--- config.mk ---
export PLATFORM = sky130hd
export DESIGN_NAME = ioexp_top
export DESIGN_NICKNAME = d
export VERILOG_FILES = /design/src/common/ioexp_pkg.sv /design/src/hdl/ioexp_spi_shifter.sv /design/src/ioexp_seq/ioexp_sequencer.sv /design/src/hdl/ioexp_host_regs.sv /design/src/hdl/ioexp_top.sv
export SDC_FILE = /design/constraint.sdc
export NUM_CORES = 1
export LEC_CHECK = 0
export ABC_AREA = 1
export BUFFER_PORTS_ARGS = -buffer_cell sky130_fd_sc_hd__buf_4
export CORE_MARGIN = 2
export CORE_UTILIZATION = 35
export CTS_BUF_LIST = sky130_fd_sc_hd__clkbuf_16
export CTS_CLUSTER_DIAMETER = 50
export DETAILED_ROUTE_END_ITERATION = 6
export GPL_TIMING_DRIVEN = 0
export PLACE_DENSITY = 0.54
export SETUP_SLACK_MARGIN = 0.2
export SLEW_MARGIN = 20
export SYNTH_ARGS = -nofsm -noshare
export SYNTH_HDL_FRONTEND = slang
export SYNTH_HIERARCHICAL = 1
export SYNTH_SLANG_ARGS = --single-unit
--- constraint.sdc ---
create_clock -name clk -period 3.1 [get_ports clk]
set_input_delay 0.62 -clock clk [delete_from_list [all_inputs] [get_ports clk]]
set_output_delay 0.62 -clock clk [all_outputs]
set_load 0.02 [all_outputs]
--- src/common/ioexp_pkg.sv ---
`default_nettype none

package ioexp_pkg;

    // One SPI frame, sent MSB first
    typedef struct packed {
        logic       rw;
        logic [6:0] addr;
        logic [7:0] data;
    } spi_frame_t;

    // Expander register addresses
    typedef enum logic [6:0] {
        op_port0    = 7'h00,
        op_port1    = 7'h01,
        op_port2    = 7'h02,
        op_port3    = 7'h03,
        op_port4    = 7'h04,
        op_port5    = 7'h05,
        op_port6    = 7'h06,
        op_port7    = 7'h07,
        op_port8    = 7'h08,
        op_port9    = 7'h09,
        op_config   = 7'h0a,
        op_p30_all  = 7'h0b,
        op_p74_all  = 7'h0c,
        op_read_p70 = 7'h0e,
        op_read_p98 = 7'h0f,
        op_nop      = 7'h20
    } ioexp_op_e;

    // Sequencer phases
    typedef enum logic [2:0] {
        cfg_check,
        idle,
        poll,
        output_upd,
        host_io
    } seq_phase_e;

    // Host request toward the sequencer
    typedef struct packed {
        logic       valid;
        logic       clear_errors;
        logic       debug_sel;
        spi_frame_t frame;
    } host_cmd_t;

    // Sequencer state reported to the host side
    typedef struct packed {
        logic       cfg_present;
        logic       read_error;
        logic [7:0] error_mask;
        logic [7:0] error_count;
        logic [7:0] outputs_fb;
        logic [7:0] requested;
        logic       host_pending;
        logic       host_read;
    } ioexp_status_t;

    // Host register address of the expander
    localparam logic [15:0] reg_io_exp_addr = 16'h000e;

    // Idle cycles between polls
    localparam logic [5:0] poll_interval = 6'd63;

    // Frame timing of the shifter
    localparam logic [5:0] cs_hold_cycles = 6'd2;
    localparam logic [5:0] shift_last = 6'h22;

    // Fixed command frames
    localparam logic [15:0] cfg_frame = {1'b0, op_config, 8'h01};
    localparam logic [15:0] nop_frame = {1'b0, op_nop, 8'h00};

endpackage

`default_nettype wire

--- src/hdl/ioexp_spi_shifter.sv ---
`timescale 1ns/100ps
`default_nettype none

module ioexp_spi_shifter (
    input  logic                  clk,
    input  logic                  ioexp_cfg_reset,
    input  logic                  start,
    input  ioexp_pkg::spi_frame_t tx_frame,
    output logic                  done,
    output ioexp_pkg::spi_frame_t rx_frame,
    input  logic                  miso,
    output logic                  mosi,
    output logic                  sclk,
    output logic                  csn,
    input  logic                  other_busy,
    output logic                  this_busy
);

    // Sequence count, two counts per bit
    logic [5:0] seqn;
    // Frame in progress
    logic       active;
    // Shift window, csn released after this
    logic       in_window;
    logic [3:0] tx_idx;
    logic [3:0] rx_idx;
    ioexp_pkg::spi_frame_t tx_q;
    ioexp_pkg::spi_frame_t rx_q;

    //   seqn   0  1   2   3   4   5
    //   sclk   ___|---|___|---|___|---
    //   mosi  15     14      13
    // Next bit goes out as sclk falls
    assign tx_idx = ~(seqn[4:1] + 4'd1);
    assign rx_idx = ~seqn[4:1];
    assign in_window = seqn < (ioexp_pkg::shift_last - ioexp_pkg::cs_hold_cycles);

    // Clock only runs while selected
    assign sclk = seqn[0] & ~csn;
    assign rx_frame = rx_q;

    always_ff @(posedge clk) begin
        if (ioexp_cfg_reset) begin
            active    <= 1'b0;
            seqn      <= 6'd0;
            csn       <= 1'b1;
            this_busy <= 1'b0;
            mosi      <= 1'b0;
            done      <= 1'b0;
        end else begin
            done <= 1'b0;
            if (start && !active) begin
                active    <= 1'b1;
                seqn      <= 6'd0;
                // First bit ready before the first rising edge
                mosi      <= tx_frame[15];
                // Only select if the bus is free
                csn       <= other_busy;
                this_busy <= ~other_busy;
            end else if (active && !other_busy) begin
                this_busy <= 1'b1;
                seqn      <= seqn + 6'd1;
                if (seqn == ioexp_pkg::shift_last) begin
                    // Frame complete
                    active <= 1'b0;
                    csn    <= 1'b1;
                    seqn   <= 6'd0;
                    done   <= 1'b1;
                end else if (!in_window) begin
                    // Hold csn high for the closing cycles
                    csn <= 1'b1;
                end else begin
                    csn <= 1'b0;
                    if (seqn[0]) begin
                        mosi <= tx_q[tx_idx];
                    end
                end
            end else begin
                // Idle or paused by the other device
                csn       <= 1'b1;
                this_busy <= 1'b0;
            end
        end
    end

    // Frame data
    always_ff @(posedge clk) begin
        if (start && !active) begin
            tx_q <= tx_frame;
            rx_q <= '0;
        end else if (active && !other_busy && in_window) begin
            // Last write per bit lands while sclk is high
            rx_q[rx_idx] <= miso;
        end
    end

endmodule

`default_nettype wire

--- src/ioexp_seq/ioexp_sequencer.sv ---
`timescale 1ns/100ps
`default_nettype none

module ioexp_sequencer (
    input  logic                     clk,
    input  logic                     ioexp_cfg_reset,
    input  logic [3:0]               p30,
    input  logic [3:0]               p74,
    output logic [1:0]               p98,
    output logic                     start,
    output ioexp_pkg::spi_frame_t    tx_frame,
    input  logic                     done,
    input  ioexp_pkg::spi_frame_t    rx_frame,
    input  ioexp_pkg::host_cmd_t     host_cmd,
    output logic                     host_taken,
    output ioexp_pkg::ioexp_status_t status,
    output logic [15:0]              read_saved
);

    ioexp_pkg::seq_phase_e phase;
    logic [3:0] step;
    logic [3:0] next_step;
    // Frame handed to the shifter, waiting for done
    logic       waiting;
    logic [5:0] poll_timer;
    logic       cfg_present;
    logic       read_error;
    logic [7:0] error_mask;
    logic [7:0] error_count;
    logic [7:0] outputs_fb;
    // Last value written to the expander ports
    logic [7:0] shadow;
    // Opcode of the last host frame, bit 7 set for a read
    logic [7:0] host_addr;
    logic [7:0] requested;
    logic       p30_changed;
    logic       p74_changed;
    logic       p30_same;
    logic       p74_same;
    logic [7:0] fb_diff;

    assign requested = {p74, p30};
    assign p30_changed = requested[3:0] != shadow[3:0];
    assign p74_changed = requested[7:4] != shadow[7:4];
    // Uniform nibble can go out as one frame
    assign p30_same = (requested[3:0] == 4'h0) || (requested[3:0] == 4'hf);
    assign p74_same = (requested[7:4] == 4'h0) || (requested[7:4] == 4'hf);
    assign fb_diff = rx_frame.data ^ shadow;

    assign status = '{
        cfg_present:  cfg_present,
        read_error:   read_error,
        error_mask:   error_mask,
        error_count:  error_count,
        outputs_fb:   outputs_fb,
        requested:    requested,
        host_pending: host_cmd.valid,
        host_read:    host_addr[7]
    };

    always_ff @(posedge clk) begin
        if (ioexp_cfg_reset) begin
            phase       <= ioexp_pkg::cfg_check;
            step        <= 4'd0;
            next_step   <= 4'd0;
            waiting     <= 1'b0;
            start       <= 1'b0;
            host_taken  <= 1'b0;
            poll_timer  <= 6'd0;
            cfg_present <= 1'b0;
            read_error  <= 1'b0;
            error_mask  <= 8'd0;
            error_count <= 8'd0;
            outputs_fb  <= 8'hff;
            shadow      <= 8'hff;
            host_addr   <= 8'd0;
            p98         <= 2'd0;
        end else begin
            start      <= 1'b0;
            host_taken <= 1'b0;
            if (start) begin
                waiting <= 1'b1;
            end

            if (waiting) begin
                if (done) begin
                    // Reply of the frame just finished
                    waiting <= 1'b0;
                    step    <= next_step;
                    if (phase == ioexp_pkg::cfg_check && step == 4'd1) begin
                        // Expander echoes the config frame during the nop
                        cfg_present <= rx_frame == ioexp_pkg::cfg_frame;
                    end
                    if (phase == ioexp_pkg::poll && step == 4'd1) begin
                        if ({rx_frame.rw, rx_frame.addr} == {1'b1, ioexp_pkg::op_read_p70}) begin
                            outputs_fb <= rx_frame.data;
                            error_mask <= fb_diff;
                            if (fb_diff != 8'd0) begin
                                error_count <= error_count + 8'd1;
                            end
                        end else begin
                            read_error <= 1'b1;
                        end
                    end
                    if (phase == ioexp_pkg::poll && step == 4'd2) begin
                        if ({rx_frame.rw, rx_frame.addr} == {1'b1, ioexp_pkg::op_read_p98}) begin
                            p98 <= rx_frame.data[1:0];
                        end else begin
                            read_error <= 1'b1;
                        end
                    end
                    // Host read reply shows up in a later frame
                    if (host_addr[7] && {rx_frame.rw, rx_frame.addr} == host_addr) begin
                        read_saved <= rx_frame;
                        host_addr  <= 8'd0;
                    end
                end
            end else if (!start) begin
                case (phase)
                    ioexp_pkg::cfg_check: begin
                        if (step == 4'd2) begin
                            phase <= ioexp_pkg::idle;
                            step  <= 4'd0;
                        end else begin
                            // All ports as inputs, then a nop to read the echo
                            tx_frame  <= step[0] ? ioexp_pkg::nop_frame : ioexp_pkg::cfg_frame;
                            start     <= 1'b1;
                            next_step <= step + 4'd1;
                        end
                    end
                    ioexp_pkg::idle: begin
                        step <= 4'd0;
                        if (cfg_present) begin
                            poll_timer <= poll_timer + 6'd1;
                        end else begin
                            error_mask <= 8'd0;
                        end
                        // Compare against the shadow, not the feedback,
                        // so a stuck port does not retrigger forever
                        if (cfg_present && requested != shadow) begin
                            phase <= ioexp_pkg::output_upd;
                        end else if (cfg_present && poll_timer == ioexp_pkg::poll_interval) begin
                            phase <= ioexp_pkg::poll;
                        end else if (host_cmd.valid) begin
                            phase <= ioexp_pkg::host_io;
                        end
                    end
                    ioexp_pkg::poll: begin
                        if (step == 4'd3) begin
                            phase      <= ioexp_pkg::idle;
                            step       <= 4'd0;
                            poll_timer <= 6'd0;
                        end else begin
                            case (step)
                                4'd0:    tx_frame <= {1'b1, ioexp_pkg::op_read_p70, 8'h00};
                                4'd1:    tx_frame <= {1'b1, ioexp_pkg::op_read_p98, 8'h00};
                                default: tx_frame <= ioexp_pkg::nop_frame;
                            endcase
                            start     <= 1'b1;
                            next_step <= step + 4'd1;
                        end
                    end
                    ioexp_pkg::output_upd: begin
                        // Steps 0-3 cover ports 0-3, steps 4-7 ports 4-7
                        if (step[3]) begin
                            phase      <= ioexp_pkg::idle;
                            step       <= 4'd0;
                            // Give outputs time to settle before the next check
                            poll_timer <= 6'd0;
                        end else if (step[2] ? p74_changed : p30_changed) begin
                            if (step == 4'd0 && p30_same) begin
                                tx_frame      <= {1'b0, ioexp_pkg::op_p30_all, 7'd0, requested[0]};
                                shadow[3:0]   <= requested[3:0];
                                start         <= 1'b1;
                                next_step     <= step + 4'd4;
                            end else if (step == 4'd4 && p74_same) begin
                                tx_frame      <= {1'b0, ioexp_pkg::op_p74_all, 7'd0, requested[4]};
                                shadow[7:4]   <= requested[7:4];
                                start         <= 1'b1;
                                next_step     <= step + 4'd4;
                            end else if (requested[step[2:0]] != shadow[step[2:0]]) begin
                                // Single port write, address equals port number
                                tx_frame <= {1'b0, 3'd0, step, 7'd0, requested[step[2:0]]};
                                shadow[step[2:0]] <= requested[step[2:0]];
                                start     <= 1'b1;
                                next_step <= step + 4'd1;
                            end else begin
                                step <= step + 4'd1;
                            end
                        end else begin
                            // Whole nibble already correct
                            step <= step + 4'd4;
                        end
                    end
                    ioexp_pkg::host_io: begin
                        if (step == 4'd0) begin
                            tx_frame   <= host_cmd.frame;
                            start      <= 1'b1;
                            host_taken <= 1'b1;
                            next_step  <= 4'd1;
                        end else begin
                            // Remember the opcode to catch the reply
                            host_addr <= {tx_frame.rw, tx_frame.addr};
                            phase     <= ioexp_pkg::idle;
                            step      <= 4'd0;
                        end
                    end
                    default: begin
                        phase <= ioexp_pkg::idle;
                    end
                endcase
            end

            // Host clear wins over a count in the same cycle
            if (host_cmd.clear_errors) begin
                read_error  <= 1'b0;
                error_count <= 8'd0;
            end
        end
    end

endmodule

`default_nettype wire

--- src/hdl/ioexp_host_regs.sv ---
`timescale 1ns/100ps
`default_nettype none

module ioexp_host_regs #(
    parameter logic [3:0] ioexp_id = 4'd0
) (
    input  logic                     clk,
    input  logic                     ioexp_cfg_reset,
    input  logic [15:0]              reg_waddr,
    input  logic [31:0]              reg_wdata,
    input  logic                     reg_wen,
    output logic [31:0]              reg_rdata,
    output ioexp_pkg::host_cmd_t     host_cmd,
    input  logic                     host_taken,
    input  ioexp_pkg::ioexp_status_t status,
    input  logic [15:0]              read_saved,
    input  logic                     other_busy
);

    logic                  addr_hit;
    logic                  id_hit;
    // This expander was the one last addressed
    logic                  this_active;
    logic                  cmd_valid;
    logic                  clear_q;
    logic                  debug_q;
    ioexp_pkg::spi_frame_t frame_q;
    logic                  any_error;

    // Writes are dropped while a command is still queued
    assign addr_hit = reg_wen && (reg_waddr == ioexp_pkg::reg_io_exp_addr) && !cmd_valid;
    assign id_hit = reg_wdata[19:16] == ioexp_id;
    assign any_error = status.error_mask != 8'd0;

    assign host_cmd = '{
        valid:        cmd_valid,
        clear_errors: clear_q,
        debug_sel:    debug_q,
        frame:        frame_q
    };

    always_ff @(posedge clk) begin
        if (ioexp_cfg_reset) begin
            this_active <= 1'b0;
            cmd_valid   <= 1'b0;
            clear_q     <= 1'b0;
            debug_q     <= 1'b0;
        end else begin
            // Clear request is a single cycle
            clear_q <= 1'b0;
            if (host_taken) begin
                cmd_valid <= 1'b0;
            end
            if (addr_hit) begin
                this_active <= id_hit;
                if (id_hit) begin
                    clear_q <= reg_wdata[31];
                    debug_q <= reg_wdata[30];
                    // Frame only goes out when the control bits are clear
                    if (reg_wdata[31:20] == 12'd0) begin
                        cmd_valid <= 1'b1;
                    end
                end
            end
        end
    end

    // Queued expander frame
    always_ff @(posedge clk) begin
        if (addr_hit && id_hit && reg_wdata[31:20] == 12'd0) begin
            frame_q <= reg_wdata[15:0];
        end
    end

    // Read word, zero when another expander was addressed
    always_comb begin
        if (!this_active) begin
            reg_rdata = 32'd0;
        end else if (debug_q) begin
            reg_rdata = {status.error_mask, status.error_count,
                         status.outputs_fb, status.requested};
        end else begin
            reg_rdata = {3'b010, other_busy, status.host_read, status.host_pending,
                         status.read_error, any_error, status.error_mask, read_saved};
        end
    end

endmodule

`default_nettype wire

--- src/hdl/ioexp_top.sv ---
`timescale 1ns/100ps
`default_nettype none

module ioexp_top #(
    parameter logic [3:0] ioexp_id = 4'd0
) (
    input  logic        clk,
    input  logic        ioexp_cfg_reset,
    // Host register port
    input  logic [15:0] reg_waddr,
    input  logic [31:0] reg_wdata,
    input  logic        reg_wen,
    output logic [31:0] reg_rdata,
    // Shared SPI bus
    input  logic        miso,
    output logic        mosi,
    output logic        sclk,
    output logic        csn,
    input  logic        other_busy,
    output logic        this_busy,
    // Expander port signals
    input  logic [3:0]  p30,
    input  logic [3:0]  p74,
    output logic [1:0]  p98,
    output logic        cfg_present,
    output logic [3:0]  p30_error,
    output logic [3:0]  p74_error
);

    logic                     start;
    logic                     done;
    logic                     host_taken;
    logic [15:0]              read_saved;
    ioexp_pkg::spi_frame_t    tx_frame;
    ioexp_pkg::spi_frame_t    rx_frame;
    ioexp_pkg::host_cmd_t     host_cmd;
    ioexp_pkg::ioexp_status_t status;

    assign cfg_present = status.cfg_present;
    assign p30_error = status.error_mask[3:0];
    assign p74_error = status.error_mask[7:4];

    ioexp_spi_shifter u_shifter (
        .clk             (clk),
        .ioexp_cfg_reset (ioexp_cfg_reset),
        .start           (start),
        .tx_frame        (tx_frame),
        .done            (done),
        .rx_frame        (rx_frame),
        .miso            (miso),
        .mosi            (mosi),
        .sclk            (sclk),
        .csn             (csn),
        .other_busy      (other_busy),
        .this_busy       (this_busy)
    );

    ioexp_sequencer u_sequencer (
        .clk             (clk),
        .ioexp_cfg_reset (ioexp_cfg_reset),
        .p30             (p30),
        .p74             (p74),
        .p98             (p98),
        .start           (start),
        .tx_frame        (tx_frame),
        .done            (done),
        .rx_frame        (rx_frame),
        .host_cmd        (host_cmd),
        .host_taken      (host_taken),
        .status          (status),
        .read_saved      (read_saved)
    );

    ioexp_host_regs #(
        .ioexp_id (ioexp_id)
    ) u_host_regs (
        .clk             (clk),
        .ioexp_cfg_reset (ioexp_cfg_reset),
        .reg_waddr       (reg_waddr),
        .reg_wdata       (reg_wdata),
        .reg_wen         (reg_wen),
        .reg_rdata       (reg_rdata),
        .host_cmd        (host_cmd),
        .host_taken      (host_taken),
        .status          (status),
        .read_saved      (read_saved),
        .other_busy      (other_busy)
    );

endmodule

`default_nettype wire

==> results of run 1 <==
## per-layer routing
metal	global-route usage (%)	up-vias
li1	-	3838
met1	25.7	3380
met2	29.4	224
met3	3.79	16
met4	4.01	0
met5	0	-
## power by group through the flow
stage / Combinational [mW] / Clock [mW] / Sequential, mW
after floorplan: 1.75 / 0 / 2.69
after global placement: 2.30 / 0 / 2.74
after detailed placement: 2.31 / 0 / 2.74
after CTS: 2.33 / 2.30 / 2.69
after global routing: 2.64 / 2.39 / 2.72
final: 2.37 / 2.25 / 2.69
## worst min path at each step
stage                                          start                                  to  slack [ns]  depth (start not counted)
6_report                               reg_wdata[14]  u_host_regs/host_cmd[14]$_DFFE_PP_        0.35                          1
5_1_grt                                 reg_wdata[3]   u_host_regs/host_cmd[3]$_DFFE_PP_        0.33                          1
4_1_cts                                 reg_wdata[5]   u_host_regs/host_cmd[5]$_DFFE_PP_        0.34                          1
3_5_place_dp   u_sequencer/tx_frame[4]$_SDFFCE_PP0P_         u_shifter/tx_q[4]$_DFFE_PP_        0.40                          0
3_3_place_gp   u_sequencer/tx_frame[1]$_SDFFCE_PP0P_         u_shifter/tx_q[1]$_DFFE_PP_        0.40                          0
2_1_floorplan      u_sequencer/tx_frame[0]$_DFFE_PP_         u_shifter/tx_q[0]$_DFFE_PP_        0.40                          0
## repair_timing
action,4_1_cts,5_1_grt
pin swaps,0,1
setup buffers,0,1
hold endpoints to repair,0,0
cloned,0,0
endpoints found under the setup margin,16,16
gates resized for setup,1,0
hold buffers,0,0
## final cells by class
type	count	area (sq um)	area share, %
Clock inverter	15	213	2.04
Tap cell	324	405	3.90
Inverter	116	443	4.26
Sequential cell	159	3820	36.8
Clock buffer	17	425	4.09
Timing Repair Buffer	108	823	7.91
Buffer	43	262	2.51
Multi-Input combinational cell	769	4010	38.5
## critical path: stages, from the launching register on
cell and delay, ns:
dfxtp_1 0.56, inv_2 0.14, buf_6 0.18, ha_1 0.22
nand2_1 0.11, clkinv_1 0.12, nand2_1 0.18, nand2_1 0.20
inv_1 0.22, nand4_4 0.15, nand2_2 0.17, nor2_4 0.07
buf_12 0.18
## registers in the layout (all words and copies together), names as in the netlist, 6 cells and up
register	cells
u_sequencer/error_mask	8
u_shifter/tx_q	16
u_host_regs/host_cmd	16
u_shifter/rx_frame	16
u_sequencer/poll_timer	6
u_shifter/seqn	6
u_sequencer/error_count	8
u_sequencer/read_saved	16
u_sequencer/tx_frame	16
u_sequencer/shadow	8
u_sequencer/host_addr	8
u_sequencer/outputs_fb	8
==> results summary, run 1 <==
The number of nets in the layout is between 1000 and 1500. The worst-skew pair later-pin latency came out at 0.44 ns. After legalization and detailed placement, the total HPWL measured between 15000 and 20000 um. The count of placed standard cells in the final layout, fillers left out is about 1600.

The total clock buffers created by CTS came out at 17. The portion of the clock cycle consumed by the worst path in the final layout came out at 87.8%. The routed wire length on met2 came out at approximately 11000 um. The top achievable clock speed came out at about 370 MHz. The TritonCTS clock tree is done.

The timing startpoint of the critical path is u_sequencer/step[0]$_SDFFE_PP0P_. In the layout the commonest cells are nand2_1, nor2_1, buf_4, nand3_1, dfxtp_1. For this design the ratio of total power to cell area is between 700 and 800 mW/mm^2.

The I/O pin count came out at roughly 110. CTS placed an instance of clkbuf_16 at the clock tree root. The first global-routing pass estimated between 30000 and 40000 um of wire. The number of nets handed over by synthesis was about 1200. The path type of the worst min-delay path is input pin to flip-flop. For the worst setup path, the data arrival time is 2.92 ns.

The endpoint of the worst register-to-register path is u_sequencer/tx_frame[15]$_SDFFCE_PP0P_. The clock period could shrink to around 2.7 ns. The power share of the sequential group came out at 36.8%. The met1 wire length came out at ~11000 um. For this configuration, the core starts out at a cell density of 35.4%. The termination of the worst setup path is u_sequencer/tx_frame[15]$_SDFFCE_PP0P_. The total of warnings raised by yosys came out at 6. Clock tree synthesis found a total of approximately 160 sinks. The post-route total power is 7.31 mW. The required time at the worst-slack endpoint came out at around 3.3 ns. The die boundary height came out at 160 um. The flow ran to the end, and the final reports show no timing, DRC or antenna violations.

The design internal power came out at ~4.5 mW. The worst setup path is launched from a flip-flop. The die area came out at between 0.02 and 0.03 sq mm. The max-capacitance violation count is 0. The pin count of the biggest net entering global routing came out at 26. The worst clock skew on the final layout came out at between 0.01 and 0.015 ns. The number of diodes is 0.

Counting tap cells, the placed design contains a total of about 1500 instances. Setup slack on the worst reg-to-reg path comes out at roughly 0.38 ns. Setup repair after global routing left no endpoint under its margin. The final max-slew violation count is 0.

The number of antenna violations at the first check in global routing came out at 0. The number of vias in the routed layout is 7458. The total non-filler cell area in the finished layout is 0.0104 sq mm. Of all nets on the critical path, the largest fanout is 15. The layout has 2510 filler cells. Headroom to the max-slew limit came out at 47.5%. The highest layer touched by signal routing is met4.

The aggregate negative setup slack came out at 0 ns. OpenSTA, run right after detailed placement, puts the worst setup slack at about 0.036 ns. The synthesized area per cell came out at between 7 and 8 sq um. In this run the power spent charging and discharging nets is approximately 2.8 mW. The number of hold violations in the final report is 0. The synthesized instance count came out at between 1000 and 1500. The core footprint is 0.0241 sq mm. The count of buffers from port buffering is approximately 110. The overall routed net length is 23200 um.

The final worst slack came out at 0.377 ns. The combinational fraction of design power came out at 32.5%. Clock-pin slew was measured on the worst setup and hold paths at 0.08 ns. The share of the core filled with cells in the final layout came out at 43.2%. The count of H-tree levels built during CTS is 4.

Summing every instance area after synthesis gives 0.00852 sq mm. Summed over all layers, the global routing overflow is 0. The proportion of power drawn by the clock network is 30.7%.

On the final layout, the worst hold slack is between 0.3 and 0.4 ns. The leakage power came out at 4.45 nW. The instance area after placement came out at slightly below 0.01 sq mm. The type of the setup path with the least slack is flip-flop to flip-flop. In this run the critical register-to-register path is launched from u_sequencer/step[0]$_SDFFE_PP0P_. The switching fraction of total power is a little under two fifths.

The width of the die came out at approximately 160 um. The number of global-route vias before repair is roughly 7000. The number of nets still failing antenna checks after routing is 0.

The most common library cell in the layout ignoring fill and taps is nand2_1. The mean routed wirelength per cell came out at around 15 um. The number of buffers between clock root and the deepest sink is 2. Using the TritonRoute via totals, the vias-per-cell ratio works out to between 4 and 5. The signed area change from the synthesized netlist to the final layout is 22.0%. The first routing iteration left 550 violations.

The final setup violation count came out at 0. Global routing used a little under a fifth of the available tracks. The number of standard-cell rows in the floorplan is 57. In the final layout, the share of cells above drive strength 1 is between 20% and 30%. The path depth of the worst reg2reg path is 12. The iteration count of the initial detailed-routing pass is 5. The total met3 wirelength after detailed routing is between 1000 and 1500 um.

The maximum vdd ir drop is 335 uV. STA classifies the critical path endpoint as a flip-flop. At the pin with the least slew margin, the transition time is 0.784 ns.

The final weighted congestion in routability-driven placement came out at between 0.8 and 0.9. After detailed routing, the number of remaining DRC violations is 0.
Note: power is estimated with default switching activity, not from simulation.
==> run 2: changes to the inputs <==
--- a/config.mk
+++ b/config.mk
@@ -7,6 +7,7 @@
 export LEC_CHECK = 0
 export ABC_AREA = 1
 export BUFFER_PORTS_ARGS = -buffer_cell sky130_fd_sc_hd__buf_4
+export CORE_ASPECT_RATIO = 1.4
 export CORE_MARGIN = 2
 export CORE_UTILIZATION = 35
 export CTS_BUF_LIST = sky130_fd_sc_hd__clkbuf_16
==> run 2 against run 1 <==
Compared with the run above: die area is essentially flat; combinational power is essentially flat; critical path type unchanged; core utilization is essentially flat; sequential share of layout area grew 0.25 points; total power shrank 1.8%; final area shrank 0.64%; critical path depth grew 1; setup slack gained 0.039 ns; first-iteration DRC count shrank 29%; sequential power is essentially flat; hold slack gained 0.011 ns; largest power group unchanged; largest cell class unchanged; clock skew shrank 0.0046 ns.
==> results summary, run 2 (synthesis gave the netlist of run 1 again) <==
Run status: complete, no violations (unchanged). The mean routed wirelength per cell is 15.3 um (was 15.0 um). The element type at the critical path end was a flip-flop (unchanged). The path type of the worst min-delay path was input pin to flip-flop (unchanged). The switching fraction of total power came to 37.5% (was 38.0%).

The I/O pin count came to 108 (unchanged). The leftover overflow at the end of global routing is 0 (unchanged). The overall routed net length is 23500 um (was 23200 um). The number of global-route vias before repair was 7188 (was 6970). The number of nets still failing antenna checks after routing was 0 (unchanged).

The number of nets in the layout is 1290 (unchanged). The post-route total power came out at 7.18 mW (was 7.31 mW). The reported net switching power is 2.69 mW (was 2.78 mW). The total power density per cell area is 695 mW/mm^2 (was 703 mW/mm^2). The power share of the sequential group was 37.5% (was 36.8%). The die area is 0.0256 sq mm (about the same). The detailed placer's ending HPWL came out at 18200 um (was 17700 um). The die boundary height was 189 um (was 160 um). The core footprint is 0.0240 sq mm (was 0.0241 sq mm).

The iteration count of the initial detailed-routing pass is 5 (unchanged). The final max-slew violation count came out at 0 (unchanged). The overall global routing resource usage is 18.6% (was 18.4%).

The cell type of the slowest stage on the worst timing path was dfxtp_1 (unchanged). The maximum vdd ir drop is 503 uV (was 335 uV). The number of vias in the routed layout is 7550 (was 7458).

The wire length of the first global-routing pass came out at 37100 um (was 37600 um). The via count normalized by instance count was 4.91 (was 4.81). The number of hold violations in the final report is 0 (unchanged). Cell breakdown of the critical path: buf_4 -> inv_2 -> buf_2 -> ha_1 -> nand2_1 -> clkinv_1 -> nand2_1 -> nand2_2 -> inv_1 -> nand4_4 -> nand2_2 -> nor2_4 -> buf_12 (was inv_2 -> buf_6 -> ha_1 -> nand2_1 -> clkinv_1 -> nand2_1 -> nand2_1 -> inv_1 -> nand4_4 -> nand2_2 -> nor2_4 -> buf_12). The total buffers and inverters traversed by the critical path is 6 (was 5). The data arrival time of the critical path is 2.87 ns (was 2.92 ns). The top achievable clock speed came out at 373 MHz (was 367 MHz). The aggregate negative setup slack came to 0 ns (unchanged). The signed area change from the synthesized netlist to the final layout is 21.3% (was 22.0%).

The pin count of the biggest net entering global routing is 26 (unchanged). The worst-case headroom to the max-slew limit was 47.5% (about the same). The TritonCTS clock tree is done (unchanged). The proportion of power drawn by the clock network is 29.3% (was 30.7%). The final setup violation count is 0 (unchanged). The count of routing violations after the opening detailed-route iteration is 391 (was 550). The leakage power came to 4.43 nW (was 4.45 nW). The total instance count after detailed placement came out at 1504 (was 1518). The type of the setup path with the least slack is flip-flop to flip-flop (unchanged).

The most common library cell in the layout ignoring fill and taps is nand2_1 (unchanged). The residual DRC count came to 0 (unchanged). The slew of the pin with the lowest slew margin is 0.783 ns (was 0.784 ns). The design internal power came to 4.49 mW (was 4.53 mW). Most frequent cells in the layout: nand2_1, nor2_1, buf_4, nand3_1, dfxtp_1 (unchanged). The clock root buffer is clkbuf_16 (unchanged). The cell family contributing the most delay on the critical path is buffers and inverters (was simple AND/OR/NAND/NOR gates). The width of the die came out at 136 um (was 160 um).

The portion of the clock cycle consumed by the worst path in the final layout is 86.6% (was 87.8%). The max-capacitance violation count came out at 0 (unchanged). The fraction of layout instances using a drive strength above 1 was 20.4% (was 20.2%).

The count of placed standard cells in the final layout, fillers left out is 1537 (was 1551). The number of diodes came out at 0 (unchanged). The number of buffers between clock root and the deepest sink came out at 2 (unchanged). The post-route minimum period came out at 2.68 ns (was 2.72 ns).

The required time at the worst-slack endpoint came out at 3.29 ns (about the same). The share of the core filled with cells in the final layout came out at 43.1% (was 43.2%). The total number of clock tree sinks came out at 159 (unchanged). The count of H-tree levels built during CTS came to 4 (unchanged). The final weighted congestion in routability-driven placement came to 0.880 (was 0.890). The count of buffers from port buffering is 106 (unchanged). The maximum cell stage delay along the critical path is 0.35 ns (was 0.56 ns). The starting density of the core is 35.5% (was 35.4%). RSZ-0062 raised after global routing: no (unchanged). The register clock-pin slew on the reported worst setup and hold paths is 0.07 ns (was 0.08 ns).

The number of standard-cell rows in the floorplan was 67 (was 57). The worst-skew pair later-pin latency came to 0.43 ns (was 0.44 ns). The combinational fraction of design power is 33.2% (was 32.5%). The sort of element at the start of the critical path is a flip-flop (unchanged). The maximum fanout count along the critical path is 16 (was 15). The number of antenna violations at the first check in global routing came to 0 (unchanged). The total clock buffers created by CTS came to 17 (unchanged). The worst clock skew on the final layout came out at 0.0101 ns (was 0.0147 ns).
==> run 2: cell count changes in the layout (fill, tap and decap cells not counted), moves of 2 or more <==
cell,before,now
clkinv_8,4,0
inv_6,4,6
inv_8,4,1
inv_2,18,21
==> run 2: metrics by stage <==
stage                     area [sq um]  setup WS [ns]  hold WS [ns]
after floorplan                   8520          0.330         0.400
after global placement            9710         -0.396         0.402
after detailed placement          9730        0.00343         0.405
after CTS                        10300          0.224         0.339
after global routing             10300          0.247         0.339
final                            10300          0.417         0.363
==> run 2: path summary, 6_finish.rpt <==
check	slack [ns]	depth (start not counted)	to	from
worst min register to register	0.42	0	u_shifter/tx_q[0]$_DFFE_PP_	u_sequencer/tx_frame[0]$_DFFE_PP_
worst max-delay path	0.42	13	u_sequencer/tx_frame[1]$_SDFFCE_PP0P_	u_sequencer/step[2]$_SDFFE_PP0P_
worst max register to register	0.42	13	u_sequencer/tx_frame[1]$_SDFFCE_PP0P_	u_sequencer/step[2]$_SDFFE_PP0P_
worst min-delay path	0.36	1	u_host_regs/host_cmd[13]$_DFFE_PP_	reg_wdata[13]
==> run 2: timing repair <==
| item | 4_1_cts | 5_1_grt |
|---|---|---|
| pin swaps | 0 | 1 |
| setup endpoints to repair | 16 | 16 |
| resized for setup | 1 | 2 |
| hold buffers | 0 | 0 |
| setup buffers | 0 | 1 |
==> run 2: layout make-up <==
cell class	count	area [sq um]
Buffer	43	262
Multi-Input combinational cell	769	4010
Sequential cell	159	3820
Clock inverter	15	156
Clock buffer	17	425
Inverter	116	443
Timing Repair Buffer	108	827
Fill cell	2490	13600
Tap cell	310	388
==> run 2: worst reg2reg max path, stage by stage (launching register included) <==
cell	delay (ns)
dfxtp_1	0.35
buf_4	0.20
inv_2	0.05
buf_2	0.20
ha_1	0.28
nand2_1	0.14
clkinv_1	0.12
nand2_1	0.19
nand2_2	0.14
inv_1	0.19
nand4_4	0.15
nand2_2	0.16
nor2_4	0.06
buf_12	0.17
==> run 2: power by group through the flow <==
stage | combinational (mW) | sequential [mW] | clock [mW]
after detailed placement | 2.31 | 2.74 | 0
after floorplan | 1.75 | 2.69 | 0
after global routing | 2.66 | 2.72 | 2.24
after CTS | 2.33 | 2.70 | 2.16
final | 2.38 | 2.69 | 2.10
after global placement | 2.29 | 2.74 | 0
==> run 2: layer usage <==
layer,up-vias,global-route usage (%),wire length [um],share of wire [%]
li1,3833,-,-,-
met1,3456,21.3,9550,41
met2,218,33.6,12100,51
met3,43,3.66,1240,5.2
met4,0,7.53,698,3.0
met5,-,0,0,0
==> run 3: changes to the inputs <==
--- a/config.mk
+++ b/config.mk
@@ -14,7 +14,7 @@
 export CTS_CLUSTER_DIAMETER = 50
 export DETAILED_ROUTE_END_ITERATION = 6
 export GPL_TIMING_DRIVEN = 0
-export PLACE_DENSITY = 0.54
+export HOLD_SLACK_MARGIN = 0.12
 export SETUP_SLACK_MARGIN = 0.2
 export SLEW_MARGIN = 20
 export SYNTH_ARGS = -nofsm -noshare
==> run 3 against run 2 <==
Compared with the run above: clock skew fell by 0.00065 ns; clock power barely moved; cell count is the same; die area unchanged; highest routed layer unchanged; combinational power is essentially flat; global-route usage is 0.31 points lower; routed wire length shrank 2.9%; sequential cell count did not move.
==> results summary, run 3 (synthesis gave the netlist of run 1 again) <==
Run status: complete, no violations (unchanged). The worst clock skew on the final layout came out at 0.00941 ns (was 0.0101 ns). The type of the setup path with the least slack is flip-flop to flip-flop (unchanged). The slew of the pin with the lowest slew margin came out at 0.733 ns (was 0.783 ns). The filler cell count is 2442 (was 2490). The max-capacitance violation count came out at 0 (unchanged). The final worst slack came to 0.410 ns (was 0.417 ns).

The core footprint came to 0.0240 sq mm (unchanged). The worst setup slack before clock tree synthesis is -0.0143 ns (was 0.00343 ns). The via count normalized by instance count is 4.89 (was 4.91). The clock root buffer is clkbuf_16 (unchanged). The most common library cell in the layout ignoring fill and taps is nand2_1 (unchanged). The residual DRC count came out at 0 (unchanged). The count of routing violations after the opening detailed-route iteration came out at 428 (was 391). The number of nets still failing antenna checks after routing is 0 (unchanged). The detailed placer's ending HPWL is 17700 um (was 18200 um).

The worst-case headroom to the max-slew limit came out at 50.7% (was 47.5%). The mean routed wirelength per cell came out at 14.9 um (was 15.3 um). Most frequent cells in the layout: nand2_1, nor2_1, buf_4, nand3_1, inv_1 (was nand2_1, nor2_1, buf_4, nand3_1, dfxtp_1). The top achievable clock speed was 372 MHz (was 373 MHz). The routed wire length on met2 is 11700 um (was 12100 um). The final max-slew violation count is 0 (unchanged). The die area is 0.0256 sq mm (unchanged). The number of hold violations in the final report is 0 (unchanged). The die boundary height is 189 um (unchanged). The start point of the worst min-delay path is reg_wdata[7] (was reg_wdata[13]). The number of buffers between clock root and the deepest sink was 2 (unchanged).

The maximum vdd ir drop came out at 349 uV (was 503 uV). The register clock-pin slew on the reported worst setup and hold paths came to 0.06 ns (was 0.07 ns). The number of nets in the layout is 1290 (unchanged). The total power density per cell area is 694 mW/mm^2 (was 695 mW/mm^2). The overall global routing resource usage came to 18.3% (was 18.6%). The post-route minimum period is 2.69 ns (was 2.68 ns). The count of placed standard cells in the final layout, fillers left out is 1537 (unchanged). The number of standard-cell rows in the floorplan came to 67 (unchanged). The post-route total power came out at 7.18 mW (about the same). The fraction of layout instances using a drive strength above 1 is 19.9% (was 20.4%). The number of diodes came out at 0 (unchanged). The signed area change from the synthesized netlist to the final layout came out at 21.4% (was 21.3%). The width of the die came out at 136 um (unchanged).

The count of buffers from port buffering came out at 106 (unchanged). The path type of the worst min-delay path is input pin to flip-flop (unchanged). The register-to-register setup slack was 0.41 ns (was 0.42 ns). The total number of clock tree sinks came out at 159 (unchanged).

The startpoint of the worst-slack reg-to-reg timing path is u_sequencer/step[0]$_SDFFE_PP0P_ (was u_sequencer/step[2]$_SDFFE_PP0P_). The wire length of the first global-routing pass came out at 36900 um (was 37100 um). The total instance count after detailed placement came out at 1504 (unchanged). The TritonCTS clock tree was done (unchanged).

The final worst hold slack came out at 0.374 ns (was 0.363 ns). The portion of the clock cycle consumed by the worst path in the final layout is 86.8% (was 86.6%). The worst hold path depth was 1 (unchanged). The endpoint of the worst register-to-register path is u_sequencer/tx_frame[0]$_DFFE_PP_ (was u_sequencer/tx_frame[1]$_SDFFCE_PP0P_).

The iteration count of the initial detailed-routing pass came out at 6 (was 5). The worst min-delay path endpoint was u_host_regs/host_cmd[7]$_DFFE_PP_ (was u_host_regs/host_cmd[13]$_DFFE_PP_). The number of vias in the routed layout is 7511 (was 7550). The leftover overflow at the end of global routing is 0 (unchanged). The data arrival time of the critical path is 2.87 ns (about the same). The overall routed net length is 22800 um (was 23500 um).

The met1 wire length is 9260 um (was 9550 um). The total clock buffers created by CTS is 17 (unchanged). The sort of element at the start of the critical path was a flip-flop (unchanged). The number of antenna violations at the first check in global routing came out at 0 (unchanged). The starting density of the core is 35.5% (unchanged). The number of global-route vias before repair came to 7200 (was 7188).

The worst-skew pair later-pin latency was 0.42 ns (was 0.43 ns). The aggregate negative setup slack is 0 ns (unchanged). The count of H-tree levels built during CTS is 4 (unchanged). The final weighted congestion in routability-driven placement is 0.939 (was 0.880). The uppermost metal layer occupied by signal nets is met4 (unchanged).

The required time at the worst-slack endpoint came out at 3.28 ns (was 3.29 ns). The total met3 wirelength after detailed routing was 1130 um (was 1240 um). The element type at the critical path end is a flip-flop (unchanged).

The path depth of the worst reg2reg path is 12 (was 13). RSZ-0062 raised after global routing: no (unchanged). The leakage power was 4.43 nW (about the same).

The final setup violation count is 0 (unchanged). The I/O pin count is 108 (unchanged). The pin count of the biggest net entering global routing came out at 26 (unchanged). The maximum fanout count along the critical path is 16 (unchanged).
-- run 3: cell type report --
| type | instances | area (sq um) | share of cell area (%) |
|---|---|---|---|
| clock inverter | 15 | 170 | 1.64 |
| buffer | 43 | 262 | 2.53 |
| clock buffer | 17 | 425 | 4.11 |
| timing repair buffer | 108 | 823 | 7.96 |
| inverter | 116 | 443 | 4.28 |
| multi-input combinational | 769 | 4010 | 38.8 |
| tap | 310 | 388 | 3.75 |
| sequential | 159 | 3820 | 37.0 |
-- run 3: metrics by stage --
stage	util, %	cell area, sq um
floorplan	-	8520
global placement	40.5	9710
detailed placement	40.5	9720
CTS	43.1	10300
global route	43.1	10300
finish	43.1	10300
-- run 3: power by group --
group	internal [mW]	total, mW	switching [mW]
combinational	0.776	2.36	1.58
clock	1.27	2.13	0.863
sequential	2.51	2.69	0.180
total	4.55	7.18	2.62
-- run 3: worst max path at each step --
| stage | startpoint | end | slack, ns |
|---|---|---|---|
| floorplan | u_sequencer/step[2]$_SDFFE_PP0P_ | u_sequencer/tx_frame[0]$_DFFE_PP_ | 0.33 |
| global placement | ioexp_cfg_reset | u_sequencer/read_saved[6]$_DFFE_PP_ | -0.34 |
| detailed placement | u_sequencer/step[2]$_SDFFE_PP0P_ | u_sequencer/tx_frame[5]$_SDFFCE_PP0P_ | -0.01 |
| CTS | u_sequencer/step[2]$_SDFFE_PP0P_ | u_sequencer/tx_frame[0]$_DFFE_PP_ | 0.22 |
| global route | u_sequencer/step[2]$_SDFFE_PP0P_ | u_sequencer/error_count[3]$_SDFFE_PP0P_ | 0.25 |
| finish | u_sequencer/step[0]$_SDFFE_PP0P_ | u_sequencer/tx_frame[0]$_DFFE_PP_ | 0.41 |
-- run 3: layer usage --
layer,global-route usage (%),vias to the layer above
met5,0,-
met4,7.77,0
met3,3.50,41
met2,32.8,217
met1,21.0,3420
li1,-,3833
-- run 3: what timing repair did --
action	CTS	global route
pin swaps	0	1
hold buffers	0	0
endpoints found under the setup margin	16	16
gates cloned	0	0
setup buffers	0	1
resized for setup	1	1
endpoints found under the hold margin	0	0
-- run 3: worst max-delay path, stage by stage (launching register included) --
cell and delay, ns:
dfxtp_1 0.58, inv_2 0.13, buf_6 0.18, ha_1 0.23, nand2_1 0.12, clkinv_1 0.11, nand2_1 0.18, nand2_2 0.15
inv_1 0.19, nand4_4 0.16, nand2_2 0.17, nor2_4 0.06, buf_12 0.17
